===== config.mk =====
export PLATFORM = sky130hd
export DESIGN_NAME = williams_io_top
export DESIGN_NICKNAME = d
export VERILOG_FILES = /design/src/rtl/williams_pkg.sv /design/src/rtl/williams_io_top.sv /design/src/rtl/video_formatter.sv /design/src/rtl/blank_timing.sv /design/src/rtl/control_mapper.sv /design/src/rtl/stick_quantizer.sv /design/src/rtl/control_sync.sv /design/src/rtl/bridge_config_regs.sv
export SDC_FILE = /design/constraint.sdc
export NUM_CORES = 1
export LEC_CHECK = 0
export BUFFER_PORTS_ARGS = -buffer_cell sky130_fd_sc_hd__buf_2
export CELL_PAD_IN_SITES_DETAIL_PLACEMENT = 1
export CELL_PAD_IN_SITES_GLOBAL_PLACEMENT = 1
export CORE_MARGIN = 3
export CORE_UTILIZATION = 35
export CTS_CLUSTER_DIAMETER = 60
export DETAILED_ROUTE_END_ITERATION = 8
export GPL_TIMING_DRIVEN = 0
export HOLD_SLACK_MARGIN = 0.02
export MAX_ROUTING_LAYER = met4
export PLACE_DENSITY_LB_ADDON = 0.1
export SLEW_MARGIN = 20
export SYNTH_ARGS = -nofsm -noshare
export SYNTH_HDL_FRONTEND = slang
export SYNTH_SLANG_ARGS = --single-unit

===== constraint.sdc =====
create_clock -name clk_74a -period 2 [get_ports clk_74a]
set_input_delay 0.5 -clock clk_74a [delete_from_list [all_inputs] [get_ports clk_74a]]
set_output_delay 0.5 -clock clk_74a [all_outputs]
set_load 0.005 [all_outputs]

===== src/rtl/williams_pkg.sv =====
// Williams I/O glue shared definitions
// game selection, bridge map, stick thresholds and video timing constants

`default_nettype none

package williams_pkg;

    // game selection as written by the host
    typedef enum logic [2:0] {
        GAME_ROBOTRON   = 3'd0,
        GAME_JOUST      = 3'd1,
        GAME_STARGATE   = 3'd2,
        GAME_BUBBLES    = 3'd3,
        GAME_SPLAT      = 3'd4,
        GAME_SINISTAR   = 3'd5,
        GAME_PLAYBALL   = 3'd6,
        GAME_ALIENARENA = 3'd7
    } game_id_t;

    // bridge register map
    localparam logic [31:0] ADDR_GAME_ID  = 32'h8000_0000;
    localparam logic [31:0] ADDR_SETTINGS = 32'h9000_0000;

    // analog stick direction thresholds on unsigned bytes
    localparam logic [7:0] STICK_HIGH = 8'd192;
    localparam logic [7:0] STICK_LOW  = 8'd64;

    // eight-way position of a centred stick
    localparam logic [3:0] QUANT_CENTRE = 4'd7;

    localparam int KEY_W = 16;
    localparam int JOY_W = 32;

    // hblank thresholds apply to the pixel count divided by two
    localparam int HBLANK_START = 336;
    localparam int HBLANK_END   = 40;
    localparam int VBLANK_START = 254;
    localparam int VBLANK_END   = 14;

    // dark green border for rotated games
    localparam logic [23:0] PORTRAIT_BG = {8'h00, 3'b001, 13'h0000};

endpackage

`default_nettype wire

===== src/rtl/williams_io_top.sv =====
// Williams I/O glue top level
// control path sync -> quantise -> map, video path blank timing -> format

`timescale 1ns/1ns
`default_nettype none

module williams_io_top #(
    parameter int SYNC_STAGES = 3,
    parameter int CNT_W       = 11
) (
    input  wire                            clk_74a,
    input  wire                            rst_n,
    input  wire                            bridge_wr,
    input  wire  [31:0]                    bridge_addr,
    input  wire  [31:0]                    bridge_wr_data,
    input  wire  [williams_pkg::KEY_W-1:0] cont1_key,
    input  wire  [williams_pkg::KEY_W-1:0] cont2_key,
    input  wire  [williams_pkg::JOY_W-1:0] cont1_joy,
    input  wire                            sg_state,
    input  wire                            hs_core,
    input  wire                            vs_core,
    input  wire  [2:0]                     r,
    input  wire  [2:0]                     g,
    input  wire  [1:0]                     b,
    output logic [7:0]                     ja,
    output logic [7:0]                     jb,
    output logic [2:0]                     btn,
    output logic [7:0]                     sw,
    output logic                           blitter_sc2,
    output logic                           sinistar,
    output logic [23:0]                    video_rgb,
    output logic                           video_de,
    output logic                           video_hs,
    output logic                           video_vs
);
    import williams_pkg::*;

    game_id_t         game_id;
    logic             original_controls;
    logic [KEY_W-1:0] key1_s;
    logic [KEY_W-1:0] key2_s;
    logic [JOY_W-1:0] joy1_s;
    logic [7:0]       stick_dir;
    logic             stick_present;
    logic [3:0]       quant_x;
    logic [3:0]       quant_y;
    logic             landscape;
    logic             hblank;
    logic             vblank;

    bridge_config_regs i_bridge_config_regs (
        .clk_74a(clk_74a), .rst_n(rst_n), .bridge_wr(bridge_wr),
        .bridge_addr(bridge_addr), .bridge_wr_data(bridge_wr_data),
        .game_id(game_id), .original_controls(original_controls)
    );

    //////////////////////////////////////////////////////////////
    // control path
    //////////////////////////////////////////////////////////////

    control_sync #(.SYNC_STAGES(SYNC_STAGES)) i_control_sync (
        .clk_74a(clk_74a), .rst_n(rst_n),
        .cont1_key(cont1_key), .cont2_key(cont2_key), .cont1_joy(cont1_joy),
        .key1_s(key1_s), .key2_s(key2_s), .joy1_s(joy1_s)
    );

    stick_quantizer i_stick_quantizer (
        .joy1_s(joy1_s), .stick_dir(stick_dir), .stick_present(stick_present),
        .quant_x(quant_x), .quant_y(quant_y)
    );

    control_mapper i_control_mapper (
        .clk_74a(clk_74a), .rst_n(rst_n), .game_id(game_id),
        .original_controls(original_controls), .sg_state(sg_state),
        .key1_s(key1_s), .key2_s(key2_s), .stick_dir(stick_dir),
        .stick_present(stick_present), .quant_x(quant_x), .quant_y(quant_y),
        .ja(ja), .jb(jb), .btn(btn), .sw(sw), .blitter_sc2(blitter_sc2),
        .sinistar(sinistar), .landscape(landscape)
    );

    //////////////////////////////////////////////////////////////
    // video path
    //////////////////////////////////////////////////////////////

    blank_timing #(.CNT_W(CNT_W)) i_blank_timing (
        .clk_74a(clk_74a), .rst_n(rst_n), .hs_core(hs_core), .vs_core(vs_core),
        .hblank(hblank), .vblank(vblank)
    );

    video_formatter i_video_formatter (
        .clk_74a(clk_74a), .rst_n(rst_n), .hblank(hblank), .vblank(vblank),
        .landscape(landscape), .hs_core(hs_core), .vs_core(vs_core),
        .r(r), .g(g), .b(b), .video_rgb(video_rgb), .video_de(video_de),
        .video_hs(video_hs), .video_vs(video_vs)
    );

endmodule

`default_nettype wire


===== src/rtl/video_formatter.sv =====
// Video formatter
// 3-3-2 colour to RGB888, data enable and sync edge pulses

`timescale 1ns/1ns
`default_nettype none

module video_formatter (
    input  wire         clk_74a,
    input  wire         rst_n,
    input  wire         hblank,
    input  wire         vblank,
    input  wire         landscape,
    input  wire         hs_core,
    input  wire         vs_core,
    input  wire  [2:0]  r,
    input  wire  [2:0]  g,
    input  wire  [1:0]  b,
    output logic [23:0] video_rgb,
    output logic        video_de,
    output logic        video_hs,
    output logic        video_vs
);
    import williams_pkg::*;

    logic hs_prev;
    logic vs_prev;

    wire active = ~(hblank | vblank);

    always_ff @(posedge clk_74a) begin
        if (!rst_n) begin
            video_de <= 1'b0;
            video_hs <= 1'b0;
            video_vs <= 1'b0;
            hs_prev  <= 1'b0;
            vs_prev  <= 1'b0;
        end else begin
            video_de <= active;
            video_hs <= hs_core & ~hs_prev;
            video_vs <= vs_core & ~vs_prev;
            hs_prev  <= hs_core;
            vs_prev  <= vs_core;
        end
    end

    // channel bits repeated to fill each byte
    always_ff @(posedge clk_74a) begin
        if (active)
            video_rgb <= {r, r, r[2:1], g, g, g[2:1], {4{b}}};
        else
            video_rgb <= landscape ? 24'h000000 : PORTRAIT_BG;
    end

endmodule

`default_nettype wire


===== src/rtl/blank_timing.sv =====
// Blank timing
// counts pixels and lines from core sync to derive hblank and vblank

`timescale 1ns/1ns
`default_nettype none

module blank_timing #(
    parameter int CNT_W = 11
) (
    input  wire  clk_74a,
    input  wire  rst_n,
    input  wire  hs_core,
    input  wire  vs_core,
    output logic hblank,
    output logic vblank
);
    import williams_pkg::*;

    logic [CNT_W-1:0] pcnt;
    logic [CNT_W-1:0] lcnt;
    logic             hs_prev;
    // vs as sampled at the previous line start
    logic             vs_line;

    wire hs_rise = hs_core & ~hs_prev;

    always_ff @(posedge clk_74a) begin
        if (!rst_n) begin
            pcnt    <= '0;
            lcnt    <= '0;
            hs_prev <= 1'b0;
            vs_line <= 1'b0;
            hblank  <= 1'b0;
            vblank  <= 1'b0;
        end else begin
            hs_prev <= hs_core;
            if (!(&pcnt))
                pcnt <= pcnt + 1'b1;
            if (hs_rise) begin
                pcnt    <= '0;
                vs_line <= vs_core;
                if (!(&lcnt))
                    lcnt <= lcnt + 1'b1;
                // new frame
                if (vs_core && !vs_line)
                    lcnt <= '0;
            end

            if (pcnt[CNT_W-1:1] == (CNT_W-1)'(HBLANK_START))
                hblank <= 1'b1;
            if (pcnt[CNT_W-1:1] == (CNT_W-1)'(HBLANK_END))
                hblank <= 1'b0;
            if (lcnt == CNT_W'(VBLANK_START))
                vblank <= 1'b1;
            if (lcnt == CNT_W'(VBLANK_END))
                vblank <= 1'b0;
        end
    end

endmodule

`default_nettype wire


===== src/rtl/control_mapper.sv =====
// Per-game controller mapper
// builds registered active-low JA/JB, BTN, SW and game flags

`timescale 1ns/1ns
`default_nettype none

module control_mapper (
    input  wire                            clk_74a,
    input  wire                            rst_n,
    input  williams_pkg::game_id_t         game_id,
    input  wire                            original_controls,
    input  wire                            sg_state,
    input  wire  [williams_pkg::KEY_W-1:0] key1_s,
    input  wire  [williams_pkg::KEY_W-1:0] key2_s,
    input  wire  [7:0]                     stick_dir,
    input  wire                            stick_present,
    input  wire  [3:0]                     quant_x,
    input  wire  [3:0]                     quant_y,
    output logic [7:0]                     ja,
    output logic [7:0]                     jb,
    output logic [2:0]                     btn,
    output logic [7:0]                     sw,
    output logic                           blitter_sc2,
    output logic                           sinistar,
    output logic                           landscape
);
    import williams_pkg::*;

    //////////////////////////////////////////////////////////////
    // pad key decode
    //////////////////////////////////////////////////////////////

    wire up1    = key1_s[0];
    wire down1  = key1_s[1];
    wire left1  = key1_s[2];
    wire right1 = key1_s[3];
    wire a1     = key1_s[4];
    wire b1     = key1_s[5];
    wire x1     = key1_s[6];
    wire y1     = key1_s[7];
    wire l1     = key1_s[8];
    wire r1     = key1_s[9];
    wire coin1  = key1_s[14];
    wire start1 = key1_s[15];

    wire up2    = key2_s[0];
    wire down2  = key2_s[1];
    wire left2  = key2_s[2];
    wire right2 = key2_s[3];
    wire a2     = key2_s[4];
    wire b2     = key2_s[5];
    wire x2     = key2_s[6];
    wire y2     = key2_s[7];
    wire coin2  = key2_s[14];
    wire start2 = key2_s[15];

    // twin-stick layout in stick_dir bit order
    wire [7:0] twin1 = {a1, y1, b1, x1, right1, left1, down1, up1};
    wire [7:0] twin2 = {a2, y2, b2, x2, right2, left2, down2, up2};

    // sinistar takes a 4-bit position per axis
    wire [3:0] dig_x = left1 ? 4'd0 : (right1 ? 4'd8 : QUANT_CENTRE);
    wire [3:0] dig_y = down1 ? 4'd0 : (up1 ? 4'd8 : QUANT_CENTRE);
    wire [3:0] sin_x = (stick_present && quant_x != QUANT_CENTRE) ? quant_x : dig_x;
    wire [3:0] sin_y = (stick_present && quant_y != QUANT_CENTRE) ? quant_y : dig_y;

    wire sg_thrust  = original_controls ? l1 : (sg_state ? right1 : left1);
    wire sg_reverse = original_controls ? r1 : (sg_state ? left1 : right1);

    //////////////////////////////////////////////////////////////
    // per-game layout in active-high form
    //////////////////////////////////////////////////////////////

    logic [7:0] ja_d;
    logic [7:0] jb_d;
    logic [2:0] btn_d;
    logic       blitter_d;
    logic       sinistar_d;
    logic       landscape_d;

    always_comb begin
        ja_d        = '0;
        jb_d        = '0;
        btn_d       = '0;
        blitter_d   = 1'b0;
        sinistar_d  = 1'b0;
        landscape_d = 1'b1;
        case (game_id)
            GAME_ROBOTRON: begin
                btn_d = {start1, start2, coin1 | coin2};
                ja_d  = stick_present ? (stick_dir | twin1) : twin1;
                jb_d  = ja_d;
            end
            GAME_JOUST: begin
                btn_d = {start2, start1, coin1 | coin2};
                ja_d  = {5'b0, a1, right1, left1};
                jb_d  = {5'b0, a2, right2, left2};
            end
            GAME_STARGATE: begin
                btn_d = {start2, start1, coin1};
                ja_d  = {b1, up1, down1, sg_thrust, y1, x1, sg_reverse, a1};
                jb_d  = ja_d;
            end
            GAME_BUBBLES: begin
                btn_d = {start2, start1, coin1 | coin2};
                ja_d  = {4'b0, right1, left1, down1, up1};
                jb_d  = ja_d;
            end
            GAME_SPLAT: begin
                blitter_d = 1'b1;
                btn_d     = {start1, start2, coin1 | coin2};
                ja_d      = twin1;
                jb_d      = twin2;
            end
            GAME_SINISTAR: begin
                sinistar_d  = 1'b1;
                landscape_d = 1'b0;
                btn_d       = {start1, start2, coin1};
                ja_d        = {sin_x, sin_y};
                jb_d        = ja_d;
            end
            GAME_PLAYBALL: begin
                landscape_d = 1'b0;
                btn_d       = {2'b0, coin1};
                ja_d        = {4'b0, start2, right1, left1, start1};
                jb_d        = ja_d;
            end
            GAME_ALIENARENA: begin
                btn_d = {start1, start2, coin1};
                ja_d  = {2'b0, b1, a1, right1, left1, down1, up1};
                jb_d  = {2'b0, b2, a2, right2, left2, down2, up2};
            end
            default: ;
        endcase
    end

    always_ff @(posedge clk_74a) begin
        if (!rst_n) begin
            ja          <= 8'hff;
            jb          <= 8'hff;
            btn         <= '0;
            sw          <= '0;
            blitter_sc2 <= 1'b0;
            sinistar    <= 1'b0;
            landscape   <= 1'b1;
        end else begin
            ja          <= ~ja_d;
            jb          <= ~jb_d;
            btn         <= btn_d;
            // advance is coin with L1, auto-up is R1
            sw          <= {6'b0, coin1 & l1, r1};
            blitter_sc2 <= blitter_d;
            sinistar    <= sinistar_d;
            landscape   <= landscape_d;
        end
    end

endmodule

`default_nettype wire


===== src/rtl/stick_quantizer.sv =====
// Analog stick quantiser
// direction flags for both sticks, eight-way positions for the left one

`timescale 1ns/1ns
`default_nettype none

module stick_quantizer (
    input  wire  [williams_pkg::JOY_W-1:0] joy1_s,
    output logic [7:0]                     stick_dir,
    output logic                           stick_present,
    output logic [3:0]                     quant_x,
    output logic [3:0]                     quant_y
);
    import williams_pkg::*;

    wire [7:0] lx = joy1_s[7:0];
    wire [7:0] ly = joy1_s[15:8];
    wire [7:0] rx = joy1_s[23:16];
    wire [7:0] ry = joy1_s[31:24];

    // an idle pad reports zero on the left stick
    assign stick_present = |joy1_s[15:0];

    assign stick_dir = {rx > STICK_HIGH, rx < STICK_LOW,
                        ry > STICK_HIGH, ry < STICK_LOW,
                        lx > STICK_HIGH, lx < STICK_LOW,
                        ly > STICK_HIGH, ly < STICK_LOW};

    assign quant_x = (lx < 8'd32)  ? 4'd0  :
                     (lx < 8'd64)  ? 4'd4  :
                     (lx < 8'd96)  ? 4'd6  :
                     (lx > 8'd224) ? 4'd8  :
                     (lx > 8'd192) ? 4'd9  :
                     (lx > 8'd160) ? 4'd11 : QUANT_CENTRE;

    // y axis runs the other way round
    assign quant_y = (ly < 8'd32)  ? 4'd8  :
                     (ly < 8'd64)  ? 4'd9  :
                     (ly < 8'd96)  ? 4'd11 :
                     (ly > 8'd224) ? 4'd0  :
                     (ly > 8'd192) ? 4'd4  :
                     (ly > 8'd160) ? 4'd6  : QUANT_CENTRE;

endmodule

`default_nettype wire


===== src/rtl/control_sync.sv =====
// Controller synchroniser
// flop chain per bit for the pad key and stick words

`timescale 1ns/1ns
`default_nettype none

module control_sync #(
    parameter int SYNC_STAGES = 3
) (
    input  wire                             clk_74a,
    input  wire                             rst_n,
    input  wire  [williams_pkg::KEY_W-1:0]  cont1_key,
    input  wire  [williams_pkg::KEY_W-1:0]  cont2_key,
    input  wire  [williams_pkg::JOY_W-1:0]  cont1_joy,
    output logic [williams_pkg::KEY_W-1:0]  key1_s,
    output logic [williams_pkg::KEY_W-1:0]  key2_s,
    output logic [williams_pkg::JOY_W-1:0]  joy1_s
);
    import williams_pkg::*;

    localparam int W = 2 * KEY_W + JOY_W;

    logic [SYNC_STAGES-1:0][W-1:0] sync_q;

    always_ff @(posedge clk_74a) begin
        if (!rst_n) begin
            sync_q <= '0;
        end else begin
            // stage 0 takes the raw words, each later stage the one before
            sync_q <= {sync_q[SYNC_STAGES-2:0], {cont1_joy, cont2_key, cont1_key}};
        end
    end

    assign {joy1_s, key2_s, key1_s} = sync_q[SYNC_STAGES-1];

endmodule

`default_nettype wire


===== src/rtl/bridge_config_regs.sv =====
// Bridge configuration registers
// latches game selection and the settings flag from host writes

`timescale 1ns/1ns
`default_nettype none

module bridge_config_regs (
    input  wire                    clk_74a,
    input  wire                    rst_n,
    input  wire                    bridge_wr,
    input  wire  [31:0]            bridge_addr,
    input  wire  [31:0]            bridge_wr_data,
    output williams_pkg::game_id_t game_id,
    output logic                   original_controls
);
    import williams_pkg::*;

    // only bit 0 of the settings word has a meaning in this core
    always_ff @(posedge clk_74a) begin
        if (!rst_n) begin
            game_id           <= GAME_ROBOTRON;
            original_controls <= 1'b0;
        end else if (bridge_wr) begin
            case (bridge_addr)
                ADDR_GAME_ID:  game_id <= game_id_t'(bridge_wr_data[2:0]);
                ADDR_SETTINGS: original_controls <= bridge_wr_data[0];
                default: ;
            endcase
        end
    end

endmodule

`default_nettype wire


==> metrics.md <==
| Metric | Value |
|---|---|
| Avg Inst Size Synth | `10.17 sq um` |
| Worst setup SP type | `register` |
| Nets@finish | `1,109` |
| Tcrit/Tclk final | `0.9236` |
| Post-synthesis adder-cell area fraction | `0.004748` |
| Port Buffers | `151` |
| Pre-antenna DRT Iters | `4` |
| Die Wd | `156.3 um` |
| Synth Instances | `777` |
| Layout cell share with drive strength beyond 1 | `0.2533` |
| Final setup viols | `0` |
| Fmax | `541.4 MHz` |
| Hold WC Path Type | `in2reg` |
| Die Ht | `156.3 um` |
| Hold-fix buffer count after cts | `0` |
| Initial Utilization | `0.3589` |
| Sequential Power Share | `0.478` |
| Number of synthesized flops with an enable pin | `0` |
| CTS tree | `done` |
| Final Wtd Congestion | `0.8088` |
| Synth Area in Compound Gates | `0.09497` |
| Vias | `5,818` |
| Total Routing Usage GR | `0.1518` |
| Delay-heaviest family, CP | `compound AO/OA/AOI/OAI gates` |
| Worst stage delay on the critical path | `0.37 ns` |
| Core ar. | `22,030 sq um` |
| Crit Path Category | `reg2reg` |
| DR iter-0 viols | `143` |
| Worst-path clk slew | `0.06 ns` |
| Critical-path top delay cell | `a311o_1` |
| Leak Pwr | `4.178 nW` |
| Vias in the first global route | `5,753` |
| Initial antenna violation count | `1` |
| Post-synth top cells | `dfxtp_1, and2_1, nor2_1` |
| Req. time, crit path | `2.40 ns` |
| Synth area leaders | `dfxtp_1, and2_1, nor2_1` |
| Worst-Skew Late Latency | `0.51 ns` |
| Register area share after synthesis | `0.5799` |
| Crit path buf inv count | `1` |
| Final min period | `1.847 ns` |
| Clock skew | `0.01099 ns` |
| Tightest Pin Transition | `0.7982 ns` |
| Final Instance Count excl. Fillers | `1,263` |
| Synth warnings | `0` |
| Ys async rst share | `0` |
| Post-synth top flop | `dfxtp_1` |
| Pre-CTS setup slack | `-0.3433 ns` |
| Synth top area share | `0.5799` |
| RSZ-0062 raised after global routing | `yes` |
| Post-synthesis mux area share | `0.008072` |
| WL/cell | `14.84 um` |
| Via/cell ratio | `4.606` |
| Combinational group share of total power | `0.056` |
| Cell variety after synth | `62` |
| Antenna Nets Post-Route | `0` |
| Post-synthesis xor/xnor area fraction | `0.01551` |
| Cells after DPL | `1,213` |
| Max VDD drop | `0.5468 mV` |
| I/O pins | `198` |
| Worst-path cell chain | `buf_2 -> or2_1 -> nand2_1 -> nor3_1 -> a311o_1 -> o31a_1 -> a21o_1` |
| Reg-to-reg critical path startpoint | `i_control_sync.joy1_s[14]` |
| Largest family of logic cells by synthesized area | `simple AND/OR/NAND/NOR gates` |
| Post-Synth Simple-Gate Area | `0.2515` |
| Grt ovf | `0` |
| CP Max Fanout | `9` |
| Leading area contributor after synthesis | `dfxtp_1` |
| CP Capture Type | `register` |
| Clock sink total | `229` |
| TritonCTS Buffers | `26` |
| Reg-to-reg critical path endpoint | `i_control_mapper.jb[1]` |
| Reg-to-reg slack, setup | `0.15 ns` |
| Final hold viol count | `0` |
| Switching Fraction | `0.2139` |
| Pint | `7.889 mW` |
| Slew Viols, Final | `0` |
| Synthesized area | `7905 sq um` |
| CTS Buffer Depth | `3` |
| Status | `completed` |
| # Max-Cap Violations | `0` |
| Maximum number of pins on one net before global-route repair | `15` |
| Most common cell in the netlist | `dfxtp_1` |
| Relative slew slack | `0.4679` |
| Drt drc | `0` |
| Psw | `2.147 mW` |
| Clock root cell | `clkbuf_16` |
| Row count | `54` |
| Number of cells on the worst hold path | `2` |
| First-pass GRT wire length | `29,160 um` |
| FF+latch count, synth | `229` |
| Worst Hold End | `i_video_formatter.video_rgb[15]` |
| Worst Path Arrival | `2.24 ns` |
| Hold Slack | `0.1859 ns` |
| Layout area overhead | `26.24%` |
| Antenna cells | `0` |
| Reg2reg path depth | `7` |
| WL final | `18,740 um` |
| Dpl hpwl | `14,030 um` |
| Die Area | `24,430 sq um` |
| Hold Path Origin | `g[2]` |
| Clock share of power | `0.466` |
| P per Cell Area | `1006 nW/um^2` |
| Worst Setup SP | `i_control_sync.joy1_s[14]` |
| Post-route setup slack | `0.1528 ns` |
| Htree depth | `1` |
==> power groups by stage <==
stage          clock network, mW  logic (mW)  registers (mW)
2_1_floorplan                  0       0.303            4.88
3_3_place_gp                   0       0.558            4.89
3_5_place_dp                   0       0.563            4.90
4_1_cts                     4.83       0.575            4.80
5_1_grt                     5.03       0.635            4.81
6_report                    4.68       0.563            4.80
==> worst max-delay path by stage <==
| stage | end | depth (start not counted) |
|---|---|---|
| after global placement | i_control_mapper.jb[2] | 4 |
| after detailed placement | i_control_mapper.jb[2] | 4 |
| after floorplan | i_bridge_config_regs.original_controls | 5 |
| after global routing | i_blank_timing.pcnt[3] | 7 |
| final | i_control_mapper.jb[1] | 7 |
| after CTS | i_blank_timing.pcnt[3] | 7 |
==> per-stage QoR <==
step	instance area (sq um)	total power [mW]	setup TNS [ns]	utilization
final	9980	10.04	0	0.4531
after CTS	9931	10.21	0	0.4509
after detailed placement	9030	5.461	-2.965	0.4100
after global routing	9980	10.48	-0.02954	0.4531
after global placement	9030	5.452	-2.684	0.4100
after floorplan	7924	5.186	0	-
==> per-layer routing <==
| layer | vias up | wire, um | GRT usage |
|---|---|---|---|
| li1 | 2940 | - | - |
| met1 | 2672 | 8806 | 0.1951 |
| met2 | 174 | 8295 | 0.2453 |
| met3 | 32 | 1247 | 0.02959 |
| met4 | 0 | 393 | 0.04168 |
| met5 | - | 0 | - |
==> sequential cells by signal, indices dropped and copies added, names as in the netlist, 8 cells and up <==
register	flops
i_control_sync.joy1_s	32
i_control_sync.sync_q	108
i_control_mapper.ja	8
i_blank_timing.pcnt	11
i_video_formatter.video_rgb	9
i_control_sync.key2_s	10
i_control_mapper.jb	8
i_blank_timing.lcnt	11
i_control_sync.key1_s	12
==> cell type report <==
| type | count | area (sq um) |
|---|---|---|
| Buffer | 57 | 311.5 |
| Clock buffer | 36 | 739.5 |
| Clock inverter | 11 | 128.9 |
| Fill cell | 2550 | 12050 |
| Inverter | 12 | 45.04 |
| Multi-Input combinational cell | 484 | 3042 |
| Sequential cell | 229 | 4584 |
| Tap cell | 280 | 350.3 |
| Timing Repair Buffer | 154 | 778.2 |
==> logic make-up (layout without fill, tap and decap cells) <==
| logic type | count (synthesis) | in the layout |
|---|---|---|
| fa+ha+maj | 3 | 3 |
| flops | 229 | 229 |
| mux | 6 | 6 |
| compound gates | 111 | 111 |
| other cells | 1 | 6 |
| buf+inv | 69 | 270 |
| xor+xnor | 14 | 14 |
| simple gates | 344 | 344 |
==> layout by cell type (no fill, tap or decap), types with 8 or more instances in the layout <==
cell type,instances
buf_4,24
nor2_1,49
clkbuf_16,27
clkbuf_1,37
nand4_1,10
o21ai_0,15
nor4_1,8
inv_1,12
and2_1,174
a21oi_1,23
o21ai_1,10
nand3_1,9
buf_2,152
nor3_1,10
nand2_1,34
a22oi_1,12
dfxtp_1,229
==> timing repair <==
item	in CTS	in global routing
hold endpoints to repair	0	0
resized for setup	6	12
pin swaps	2	1
endpoints found under the setup margin	16	17
setup buffers	2	1
No activity file was read; power rests on OpenSTA's default activity.
